File: src/design/dma_chan_pkg.sv
// Shared constants of the DMA channel register block.
// Only the low ADDR_BITS of the AHB address are decoded; the upper bits are ignored.
// Mask, status and clear registers share the INT_* bit layout.
package dma_chan_pkg;

  localparam logic [1:0] HTRANS_NONSEQ = 2'b10;
  localparam logic [1:0] HTRANS_SEQ    = 2'b11;

  localparam int ADDR_BITS = 10;

  // offsets relative to the channel base.
  localparam logic [ADDR_BITS-1:0] SARN_OFS       = 10'h000;
  localparam logic [ADDR_BITS-1:0] DARN_OFS       = 10'h004;
  localparam logic [ADDR_BITS-1:0] CTRL_A_OFS     = 10'h008;
  localparam logic [ADDR_BITS-1:0] CTRL_B_OFS     = 10'h00c;
  localparam logic [ADDR_BITS-1:0] INT_MASK_OFS   = 10'h010;
  localparam logic [ADDR_BITS-1:0] INT_STATUS_OFS = 10'h014;
  localparam logic [ADDR_BITS-1:0] INT_CLEAR_OFS  = 10'h018;
  localparam logic [ADDR_BITS-1:0] SOFT_REQ_OFS   = 10'h01c;
  localparam logic [ADDR_BITS-1:0] CHN_EN_OFS     = 10'h020;

  // bit positions in the strobe vectors.
  localparam int REG_SARN       = 0;
  localparam int REG_DARN       = 1;
  localparam int REG_CTRL_A     = 2;
  localparam int REG_CTRL_B     = 3;
  localparam int REG_INT_MASK   = 4;
  localparam int REG_INT_STATUS = 5;
  localparam int REG_INT_CLEAR  = 6;
  localparam int REG_SOFT_REQ   = 7;
  localparam int REG_CHN_EN     = 8;
  localparam int NUM_REGS       = 9;

  localparam int BLOCK_TL_W  = 12;
  localparam int GROUP_LEN_W = 4;
  localparam int PROTCTL_W   = 4;

  // control A fields.
  localparam int DGRPADDRC_BIT    = 31;
  localparam int SGRPADDRC_BIT    = 29;
  localparam int GRPMC_BIT        = 28;
  localparam int CHINTMDC_LSB     = 24;
  localparam int BLOCK_TL_LSB     = 12;
  localparam int GROUP_LEN_LSB    = 8;
  localparam int SINC_LSB         = 6;
  localparam int DINC_LSB         = 4;
  localparam int SRC_TR_WIDTH_LSB = 2;
  localparam int DST_TR_WIDTH_LSB = 0;

  // control B fields.
  localparam int PROTCTL_LSB  = 15;
  localparam int ENDLAN_BIT   = 14;
  localparam int SRCDTLGC_BIT = 13;
  localparam int TRGTMDC_LSB  = 1;
  localparam int INT_EN_BIT   = 0;
  localparam int PROT_OUT_BIT = 2; // bit of protctl driven on prot_out.

  localparam int INT_ERR      = 0;
  localparam int INT_TFR      = 1;
  localparam int INT_HTFR     = 2;
  localparam int INT_TRGETCMP = 3;
  localparam int INT_PEND     = 4;
  localparam int NUM_INT      = 5;

endpackage

File: src/design/chan_ahb_slave.sv
// AHB slave front end of one DMA channel register block.
// hready is not modeled: every transfer completes in a single data phase.
// Strobes are registered, so they line up with the data phase of the transfer.
// The source, destination and control writes are dropped while the channel is enabled.
`timescale 1ns/1ps

module chan_ahb_slave #(
  parameter logic [dma_chan_pkg::ADDR_BITS-1:0] BASE_ADDR = '0
) (
  input  logic                              hclk,
  input  logic                              hrst_n,
  input  logic                              s_hsel,
  input  logic [1:0]                        s_htrans,
  input  logic [31:0]                       s_haddr,
  input  logic                              s_hwrite,
  input  logic                              chn_en,
  input  logic [31:0]                       cfg_rdata,
  input  logic [31:0]                       int_rdata,
  output logic [dma_chan_pkg::NUM_REGS-1:0] we_strb,
  output logic [dma_chan_pkg::NUM_REGS-1:0] re_strb,
  output logic [31:0]                       s_hrdata
);
  import dma_chan_pkg::*;

  logic [ADDR_BITS-1:0] addr_lo;
  logic                 xfer;
  logic [NUM_REGS-1:0]  hit;
  logic [NUM_REGS-1:0]  lock;
  logic [NUM_REGS-1:0]  we_nxt;
  logic [NUM_REGS-1:0]  re_nxt;

  assign addr_lo = s_haddr[ADDR_BITS-1:0];
  assign xfer    = s_hsel && (s_htrans == HTRANS_NONSEQ || s_htrans == HTRANS_SEQ);

  always_comb begin
    hit                 = '0;
    hit[REG_SARN]       = (addr_lo == BASE_ADDR + SARN_OFS);
    hit[REG_DARN]       = (addr_lo == BASE_ADDR + DARN_OFS);
    hit[REG_CTRL_A]     = (addr_lo == BASE_ADDR + CTRL_A_OFS);
    hit[REG_CTRL_B]     = (addr_lo == BASE_ADDR + CTRL_B_OFS);
    hit[REG_INT_MASK]   = (addr_lo == BASE_ADDR + INT_MASK_OFS);
    hit[REG_INT_STATUS] = (addr_lo == BASE_ADDR + INT_STATUS_OFS);
    hit[REG_INT_CLEAR]  = (addr_lo == BASE_ADDR + INT_CLEAR_OFS);
    hit[REG_SOFT_REQ]   = (addr_lo == BASE_ADDR + SOFT_REQ_OFS);
    hit[REG_CHN_EN]     = (addr_lo == BASE_ADDR + CHN_EN_OFS);
  end

  // channel setup is frozen while the engine may be using it.
  always_comb begin
    lock             = '0;
    lock[REG_SARN]   = chn_en;
    lock[REG_DARN]   = chn_en;
    lock[REG_CTRL_A] = chn_en;
    lock[REG_CTRL_B] = chn_en;
  end

  assign we_nxt = hit & {NUM_REGS{xfer & s_hwrite}} & ~lock;
  assign re_nxt = hit & {NUM_REGS{xfer & ~s_hwrite}};

  always_ff @(posedge hclk or negedge hrst_n) begin
    if (!hrst_n) begin
      we_strb <= '0;
      re_strb <= '0;
    end else begin
      we_strb <= we_nxt;
      re_strb <= re_nxt;
    end
  end

  assign s_hrdata = cfg_rdata | int_rdata; // both words are zero unless selected.

  // offsets are distinct, so one transfer can never select two registers.
  a_strb_onehot: assert property (@(posedge hclk) disable iff (!hrst_n)
    $onehot0(re_strb) && $onehot0(we_strb));

endmodule

File: src/design/chan_config_regs.sv
// Address and control registers of one DMA channel.
// Writes arrive as one-cycle strobes from the slave, with s_hwdata valid in that cycle.
// Group length is 4 bits; there is no length extension register.
// The transfer engine clears chn_en through chnen_clr; a software enable write wins.
`timescale 1ns/1ps

module chan_config_regs (
  input  logic                                 hclk,
  input  logic                                 hrst_n,
  input  logic [dma_chan_pkg::NUM_REGS-1:0]    we_strb,
  input  logic [dma_chan_pkg::NUM_REGS-1:0]    re_strb,
  input  logic [31:0]                          s_hwdata,
  input  logic                                 chnen_clr,
  output logic [31:0]                          sarn,
  output logic [31:0]                          darn,
  output logic                                 dgrpaddrc,
  output logic                                 sgrpaddrc,
  output logic                                 grpmc,
  output logic [2:0]                           chintmdc,
  output logic [dma_chan_pkg::BLOCK_TL_W-1:0]  block_tl,
  output logic [dma_chan_pkg::GROUP_LEN_W-1:0] group_len,
  output logic [1:0]                           sinc,
  output logic [1:0]                           dinc,
  output logic [1:0]                           src_tr_width,
  output logic [1:0]                           dst_tr_width,
  output logic [dma_chan_pkg::PROTCTL_W-1:0]   protctl,
  output logic                                 endlan,
  output logic                                 srcdtlgc,
  output logic [1:0]                           trgtmdc,
  output logic                                 prot_out,
  output logic                                 int_en,
  output logic                                 chn_en,
  output logic                                 soft_trig,
  output logic [31:0]                          cfg_rdata
);
  import dma_chan_pkg::*;

  logic [31:0] ctrl_a_word;
  logic [31:0] ctrl_b_word;

  always_ff @(posedge hclk or negedge hrst_n) begin
    if (!hrst_n) begin
      sarn <= '0;
      darn <= '0;
    end else begin
      if (we_strb[REG_SARN]) sarn <= s_hwdata;
      if (we_strb[REG_DARN]) darn <= s_hwdata;
    end
  end

  always_ff @(posedge hclk or negedge hrst_n) begin
    if (!hrst_n) begin
      dgrpaddrc    <= 1'b0;
      sgrpaddrc    <= 1'b0;
      grpmc        <= 1'b0;
      chintmdc     <= '0;
      block_tl     <= '0;
      group_len    <= '0;
      sinc         <= '0;
      dinc         <= '0;
      src_tr_width <= '0;
      dst_tr_width <= '0;
    end else if (we_strb[REG_CTRL_A]) begin
      dgrpaddrc    <= s_hwdata[DGRPADDRC_BIT];
      sgrpaddrc    <= s_hwdata[SGRPADDRC_BIT];
      grpmc        <= s_hwdata[GRPMC_BIT];
      chintmdc     <= s_hwdata[CHINTMDC_LSB +: 3];
      block_tl     <= s_hwdata[BLOCK_TL_LSB +: BLOCK_TL_W];
      group_len    <= s_hwdata[GROUP_LEN_LSB +: GROUP_LEN_W];
      sinc         <= s_hwdata[SINC_LSB +: 2];
      dinc         <= s_hwdata[DINC_LSB +: 2];
      src_tr_width <= s_hwdata[SRC_TR_WIDTH_LSB +: 2];
      dst_tr_width <= s_hwdata[DST_TR_WIDTH_LSB +: 2];
    end
  end

  always_ff @(posedge hclk or negedge hrst_n) begin
    if (!hrst_n) begin
      protctl  <= '0;
      endlan   <= 1'b0;
      srcdtlgc <= 1'b0;
      trgtmdc  <= '0;
      int_en   <= 1'b0;
    end else if (we_strb[REG_CTRL_B]) begin
      protctl  <= s_hwdata[PROTCTL_LSB +: PROTCTL_W];
      endlan   <= s_hwdata[ENDLAN_BIT];
      srcdtlgc <= s_hwdata[SRCDTLGC_BIT];
      trgtmdc  <= s_hwdata[TRGTMDC_LSB +: 2];
      int_en   <= s_hwdata[INT_EN_BIT];
    end
  end

  assign prot_out = protctl[PROT_OUT_BIT];

  always_ff @(posedge hclk or negedge hrst_n) begin
    if (!hrst_n) begin
      chn_en    <= 1'b0;
      soft_trig <= 1'b0;
    end else begin
      if (we_strb[REG_CHN_EN]) chn_en <= s_hwdata[0];
      else if (chnen_clr)      chn_en <= 1'b0;
      soft_trig <= we_strb[REG_SOFT_REQ] & s_hwdata[0]; // one cycle per write.
    end
  end

  // reserved bits stay zero in the read-back words.
  always_comb begin
    ctrl_a_word                                     = '0;
    ctrl_a_word[DGRPADDRC_BIT]                      = dgrpaddrc;
    ctrl_a_word[SGRPADDRC_BIT]                      = sgrpaddrc;
    ctrl_a_word[GRPMC_BIT]                          = grpmc;
    ctrl_a_word[CHINTMDC_LSB +: 3]                  = chintmdc;
    ctrl_a_word[BLOCK_TL_LSB +: BLOCK_TL_W]         = block_tl;
    ctrl_a_word[GROUP_LEN_LSB +: GROUP_LEN_W]       = group_len;
    ctrl_a_word[SINC_LSB +: 2]                      = sinc;
    ctrl_a_word[DINC_LSB +: 2]                      = dinc;
    ctrl_a_word[SRC_TR_WIDTH_LSB +: 2]              = src_tr_width;
    ctrl_a_word[DST_TR_WIDTH_LSB +: 2]              = dst_tr_width;
  end

  always_comb begin
    ctrl_b_word                               = '0;
    ctrl_b_word[PROTCTL_LSB +: PROTCTL_W]     = protctl;
    ctrl_b_word[ENDLAN_BIT]                   = endlan;
    ctrl_b_word[SRCDTLGC_BIT]                 = srcdtlgc;
    ctrl_b_word[TRGTMDC_LSB +: 2]             = trgtmdc;
    ctrl_b_word[INT_EN_BIT]                   = int_en;
  end

  always_comb begin
    cfg_rdata = '0;
    if (re_strb[REG_SARN])   cfg_rdata = sarn;
    if (re_strb[REG_DARN])   cfg_rdata = darn;
    if (re_strb[REG_CTRL_A]) cfg_rdata = ctrl_a_word;
    if (re_strb[REG_CTRL_B]) cfg_rdata = ctrl_b_word;
    if (re_strb[REG_CHN_EN]) cfg_rdata = {31'h0, chn_en};
  end

  // relies on the slave giving a single strobe per write transfer.
  a_soft_trig_pulse: assert property (@(posedge hclk) disable iff (!hrst_n)
    soft_trig |=> !soft_trig);

endmodule

File: src/design/chan_int_ctrl.sv
// Interrupt mask, sticky status and clear logic of one DMA channel.
// Event inputs are sampled every clock; a set on the same edge as a clear wins.
// Clear pulses are registered, so a clear takes effect one cycle after the data phase.
// Status read-back shows bits 3:0 only; the pending bit is seen on pend.
`timescale 1ns/1ps

module chan_int_ctrl (
  input  logic                              hclk,
  input  logic                              hrst_n,
  input  logic [dma_chan_pkg::NUM_REGS-1:0] we_strb,
  input  logic [dma_chan_pkg::NUM_REGS-1:0] re_strb,
  input  logic [31:0]                       s_hwdata,
  input  logic                              int_en,
  input  logic                              err_vld,
  input  logic                              tfr_vld,
  input  logic                              htfr_vld,
  input  logic                              trgetcmp_vld,
  input  logic                              pend_vld,
  output logic                              int_req,
  output logic                              pend,
  output logic [31:0]                       int_rdata
);
  import dma_chan_pkg::*;

  logic [NUM_INT-1:0] mask;
  logic [NUM_INT-1:0] status;
  logic [NUM_INT-1:0] clr;
  logic [NUM_INT-1:0] evt;

  always_comb begin
    evt               = '0;
    evt[INT_ERR]      = err_vld;
    evt[INT_TFR]      = tfr_vld;
    evt[INT_HTFR]     = htfr_vld;
    evt[INT_TRGETCMP] = trgetcmp_vld;
    evt[INT_PEND]     = pend_vld;
  end

  always_ff @(posedge hclk or negedge hrst_n) begin
    if (!hrst_n) begin
      mask   <= '0;
      clr    <= '0;
      status <= '0;
    end else begin
      if (we_strb[REG_INT_MASK]) mask <= s_hwdata[NUM_INT-1:0];
      clr    <= we_strb[REG_INT_CLEAR] ? s_hwdata[NUM_INT-1:0] : '0;
      status <= evt | (status & ~clr);
    end
  end

  assign int_req = (|(status & mask)) & int_en;
  assign pend    = status[INT_PEND];

  always_comb begin
    int_rdata = '0;
    if (re_strb[REG_INT_MASK])
      int_rdata[NUM_INT-1:0] = mask;
    if (re_strb[REG_INT_STATUS])
      int_rdata[INT_TRGETCMP:INT_ERR] = status[INT_TRGETCMP:INT_ERR];
  end

  // a clear write strobe lasts one cycle, so its pulse must too.
  a_clr_pulse: assert property (@(posedge hclk) disable iff (!hrst_n)
    |clr |=> ~|clr);

endmodule

File: src/design/dma_chan_regs.sv
// Register block of one DMA channel behind an AHB slave port.
// BASE_ADDR is compared against the low ADDR_BITS of s_haddr only.
// No wait states are inserted; reads return data in the first data phase.
`timescale 1ns/1ps

module dma_chan_regs #(
  parameter logic [dma_chan_pkg::ADDR_BITS-1:0] BASE_ADDR = '0
) (
  input  logic                                 hclk,
  input  logic                                 hrst_n,
  input  logic                                 s_hsel,
  input  logic [1:0]                           s_htrans,
  input  logic [31:0]                          s_haddr,
  input  logic                                 s_hwrite,
  input  logic [31:0]                          s_hwdata,
  output logic [31:0]                          s_hrdata,
  input  logic                                 err_vld,
  input  logic                                 tfr_vld,
  input  logic                                 htfr_vld,
  input  logic                                 trgetcmp_vld,
  input  logic                                 pend_vld,
  input  logic                                 chnen_clr,
  output logic [31:0]                          sarn,
  output logic [31:0]                          darn,
  output logic                                 dgrpaddrc,
  output logic                                 sgrpaddrc,
  output logic                                 grpmc,
  output logic [2:0]                           chintmdc,
  output logic [dma_chan_pkg::BLOCK_TL_W-1:0]  block_tl,
  output logic [dma_chan_pkg::GROUP_LEN_W-1:0] group_len,
  output logic [1:0]                           sinc,
  output logic [1:0]                           dinc,
  output logic [1:0]                           src_tr_width,
  output logic [1:0]                           dst_tr_width,
  output logic [dma_chan_pkg::PROTCTL_W-1:0]   protctl,
  output logic                                 endlan,
  output logic                                 srcdtlgc,
  output logic [1:0]                           trgtmdc,
  output logic                                 prot_out,
  output logic                                 int_en,
  output logic                                 chn_en,
  output logic                                 soft_trig,
  output logic                                 int_req,
  output logic                                 pend
);
  import dma_chan_pkg::*;

  logic [NUM_REGS-1:0] we_strb;
  logic [NUM_REGS-1:0] re_strb;
  logic [31:0]         cfg_rdata;
  logic [31:0]         int_rdata;

  chan_ahb_slave #(
    .BASE_ADDR (BASE_ADDR)
  ) u_ahb_slave (
    .hclk      (hclk),
    .hrst_n    (hrst_n),
    .s_hsel    (s_hsel),
    .s_htrans  (s_htrans),
    .s_haddr   (s_haddr),
    .s_hwrite  (s_hwrite),
    .chn_en    (chn_en),
    .cfg_rdata (cfg_rdata),
    .int_rdata (int_rdata),
    .we_strb   (we_strb),
    .re_strb   (re_strb),
    .s_hrdata  (s_hrdata)
  );

  chan_config_regs u_config_regs (
    .hclk         (hclk),
    .hrst_n       (hrst_n),
    .we_strb      (we_strb),
    .re_strb      (re_strb),
    .s_hwdata     (s_hwdata),
    .chnen_clr    (chnen_clr),
    .sarn         (sarn),
    .darn         (darn),
    .dgrpaddrc    (dgrpaddrc),
    .sgrpaddrc    (sgrpaddrc),
    .grpmc        (grpmc),
    .chintmdc     (chintmdc),
    .block_tl     (block_tl),
    .group_len    (group_len),
    .sinc         (sinc),
    .dinc         (dinc),
    .src_tr_width (src_tr_width),
    .dst_tr_width (dst_tr_width),
    .protctl      (protctl),
    .endlan       (endlan),
    .srcdtlgc     (srcdtlgc),
    .trgtmdc      (trgtmdc),
    .prot_out     (prot_out),
    .int_en       (int_en),
    .chn_en       (chn_en),
    .soft_trig    (soft_trig),
    .cfg_rdata    (cfg_rdata)
  );

  chan_int_ctrl u_int_ctrl (
    .hclk         (hclk),
    .hrst_n       (hrst_n),
    .we_strb      (we_strb),
    .re_strb      (re_strb),
    .s_hwdata     (s_hwdata),
    .int_en       (int_en),
    .err_vld      (err_vld),
    .tfr_vld      (tfr_vld),
    .htfr_vld     (htfr_vld),
    .trgetcmp_vld (trgetcmp_vld),
    .pend_vld     (pend_vld),
    .int_req      (int_req),
    .pend         (pend),
    .int_rdata    (int_rdata)
  );

endmodule

File: config.mk
export PLATFORM = sky130hd
export DESIGN_NAME = dma_chan_regs
export DESIGN_NICKNAME = d
export VERILOG_FILES = /design/src/design/dma_chan_pkg.sv /design/src/design/chan_ahb_slave.sv /design/src/design/chan_config_regs.sv /design/src/design/chan_int_ctrl.sv /design/src/design/dma_chan_regs.sv
export SDC_FILE = /design/constraint.sdc
export NUM_CORES = 1
export LEC_CHECK = 0
export BUFFER_PORTS_ARGS = -buffer_cell sky130_fd_sc_hd__buf_4
export CAP_MARGIN = 20
export CORE_ASPECT_RATIO = 0.6
export CORE_MARGIN = 1
export CORE_UTILIZATION = 35
export CTS_CLUSTER_DIAMETER = 40
export CTS_CLUSTER_SIZE = 8
export DETAILED_ROUTE_END_ITERATION = 16
export GPL_TIMING_DRIVEN = 0
export SLEW_MARGIN = 30
export SYNTH_ARGS = -nofsm -noshare
export SYNTH_HDL_FRONTEND = slang
export SYNTH_SLANG_ARGS = --single-unit
export TNS_END_PERCENT = 5
File: constraint.sdc
create_clock -name hclk -period 2.2 [get_ports hclk]
set_input_delay 0.33 -clock hclk [delete_from_list [all_inputs] [get_ports hclk]]
set_output_delay 0.33 -clock hclk [all_outputs]
set_load 0.01 [all_outputs]
==> run metrics <==
setup slack, reg-to-reg=0.48 ns; htree depth=4; hold path depth=2; Slowest cell on crit path=dfrtp_2; main area contributors after synthesis=dfrtp_1 (58%), mux2_2 (21%), a221oi_1 (4.5%); vias in the first global route=4,723; total power=5600 uW; Critical Path, Cell by Cell=nor2b_1 > clkbuf_8 > buf_8 > a221oi_2 > o41ai_2 > buf_4; commonest register cell after synthesis=dfrtp_1; min-delay worst type=input port to flip-flop; WHS=0.0932 ns; Unique masters post-synth=34; DR iter-0 viols=about 150; run status=finished clean; final WL=18.0 mm; Net count, final=735; Power Dens Cells=668 nW/um2; Post-synth EDFFs=0; Leak=0.00427 uW; top cell type by total area after synthesis=dfrtp_1; Syn. warnings=0; critical path class=flip-flop to output pin; Worst Path Arrival=~1.9 ns; most common cell in the netlist=dfrtp_1; Mapped Cells=441; DIE AREA=roughly 17,000 um2; Core Area=16,200 um2; Yosys reg bits=around 140; clock sink total=135; first-pass GRT wire length=27.5 mm; total grt overflow=0; drt wl/cell=20.4 um; worst vdd ir=0.445 mV; layout cells sized above 1=0.567; Post-synth top cells=dfrtp_1 (135), mux2_2 (108), nor2b_1 (36); drc violations=0; Fin. Hold Viols=0; worst slew pin tran=0.885 ns; area share of the largest cell type after synthesis=0.582; Non-Filler Instances=~880; Ports=approximately 220; I/O Buffers=about 190; clock transition at the registers of the reported paths=0.07 ns; kind of end point of the critical path=output pin; clk_lat worst skew=approximately 0.41 ns; vias=roughly 4,600; dpl cells=843; clock buffer depth=2; Crit Reg-Reg Startpoint=u_ahb_slave.we_strb[0]$_DFF_PN0_; fin crit period=2.19 ns; vias per std cell=5.25; startpoint types=flip-flop; Peak Freq=457 MHz; CTS tree=built; num rows=36; Avg Cell Area, Syn=13.2 um2; Clock Skew=0.00924 ns; utilization after layout=0.517; maxcap violations=0; Worst path max stage delay=0.42 ns; final weighted congestion of routability-driven global placement=0.800; Rel. slew slack=0.410; Total GRT Usage=0.215; Final Max Slew Viols=0; Area Growth Syn to Fin=44.4%; die height=102 um; Critical R2R Capture=u_config_regs.sarn[7]$_DFFE_PN0P_; clock root cell=clkbuf_16; Post-synth ARST share=1.00; Detailed Place HPWL=13.0 mm; Inserted Clock Buffers=17; period utilisation layout=0.994; CP Max Fanout=10; sequential fraction of the synthesis area=0.582; initial core utilization=0.358; DRT Pass-1 Iters=4; Post-Syn Area=between 5000 and 6000 um2; antenna violations before repair=0; hold path endpoint=u_int_ctrl.status[0]$_DFF_PN0_; Die W=168 um; RSZ-0062 raised after global routing=yes; syn_nets=517; Critical Path RT=1.87 ns; reg2reg path depth=3; Worst Hold Launch=err_vld; # diodes=0; Final ANT Viol Nets=0; final setup fails=0; maximum number of pins on one net before global-route repair=70
flip-flops by register name (all words and copies together) (netlist names), 2 cells and up:
register and count:
u_ahb_slave.we_strb 8, u_config_regs.sinc 2, u_int_ctrl.status 5, u_config_regs.chintmdc 3
u_config_regs.block_tl 12, u_config_regs.protctl 4, u_config_regs.dinc 2, u_config_regs.trgtmdc 2
u_config_regs.group_len 4, u_ahb_slave.re_strb 7, u_config_regs.darn 32, u_config_regs.sarn 32
u_int_ctrl.clr 5, u_config_regs.src_tr_width 2, u_int_ctrl.mask 5, u_config_regs.dst_tr_width 2
through the flow:
stage / setup WS, ns / setup TNS (ns) / area, um2
after floorplan: 0.398 / 0 / 5810
after global placement: -0.298 / -2.98 / 7510
after detailed placement: -0.275 / -2.85 / 7550
after CTS: 0.00906 / 0 / 8350
after global routing: -0.0412 / -0.289 / 8390
final: 0.0137 / 0 / 8390
worst max path at each step:
stage                                                start            to  slack [ns]  depth (start not counted)
after floorplan           u_ahb_slave.re_strb[1]$_DFF_PN0_   s_hrdata[2]        0.40                          6
after global placement    u_ahb_slave.re_strb[1]$_DFF_PN0_  s_hrdata[12]       -0.30                          7
after detailed placement  u_ahb_slave.re_strb[1]$_DFF_PN0_  s_hrdata[12]       -0.27                          7
after CTS                 u_ahb_slave.re_strb[1]$_DFF_PN0_  s_hrdata[22]       0.009                          6
after global routing      u_ahb_slave.re_strb[1]$_DFF_PN0_   s_hrdata[2]       -0.04                          6
final                     u_ahb_slave.re_strb[1]$_DFF_PN0_   s_hrdata[2]        0.01                          6
cell families after synthesis:
| family | count (synthesis) | synth area share |
|---|---|---|
| mux | 108 | 0.209 |
| flops | 135 | 0.582 |
| buf+inv | 37 | 0.0248 |
| simple gates | 104 | 0.104 |
| compound gates | 57 | 0.0803 |
where the power goes:
group	total [uW]	internal, uW	switching (uW)	leakage, uW
logic	192	88.0	104	0.00211
clock network	2910	1770	1140	0.000299
registers	2500	2490	7.60	0.00185
cell type report:
| cell class | count | area (um2) |
|---|---|---|
| fillers | 1411 | 7830 |
| flip-flops and latches | 135 | 3380 |
| multi-input cells | 269 | 2390 |
| repair buffers | 201 | 1540 |
| clock buffers | 19 | 453 |
| well taps | 209 | 262 |
| plain buffers | 29 | 174 |
| clock inverters | 13 | 160 |
| inverters | 6 | 22.5 |
layer usage:
metal,wire length (um),share of wire,track usage,up-vias
li1,-,-,-,2065
met4,148,0.0082,0.0545,0
met2,7840,0.44,0.327,186
met3,1590,0.089,0.0758,15
met5,0,0,0,-
met1,8400,0.47,0.293,2360
cell usage in the layout, fill, tap and decap left out, drive strengths merged, types with 2 or more instances in the layout:
| cell | n |
|---|---|
| a21o | 5 |
| a221oi | 30 |
| a22oi | 7 |
| and2 | 6 |
| buf | 211 |
| bufinv | 2 |
| clkbuf | 37 |
| clkinv | 5 |
| dfrtp | 135 |
| inv | 11 |
| mux2 | 108 |
| nand2 | 8 |
| nand3 | 2 |
| nand3b | 3 |
| nor2 | 10 |
| nor2b | 36 |
| nor3 | 23 |
| nor3b | 2 |
| nor4 | 2 |
| o31ai | 8 |
| o41ai | 2 |
| or2 | 3 |
| or4 | 4 |
worst max-delay path: cells and delay by family (launching register included):
kind | cells | cell delay [ns]
compound gates | 2 | 0.40
buf+inv | 3 | 0.49
flops | 1 | 0.42
simple gates | 1 | 0.14
timing repair:
item	CTS	global route
setup endpoints to repair	32	21
hold buffers	1	0
buffers inserted	7	0
hold endpoints to repair	66	0
resized for setup	41	10
pin swaps	2	8
(Power assumes the default switching activity.)
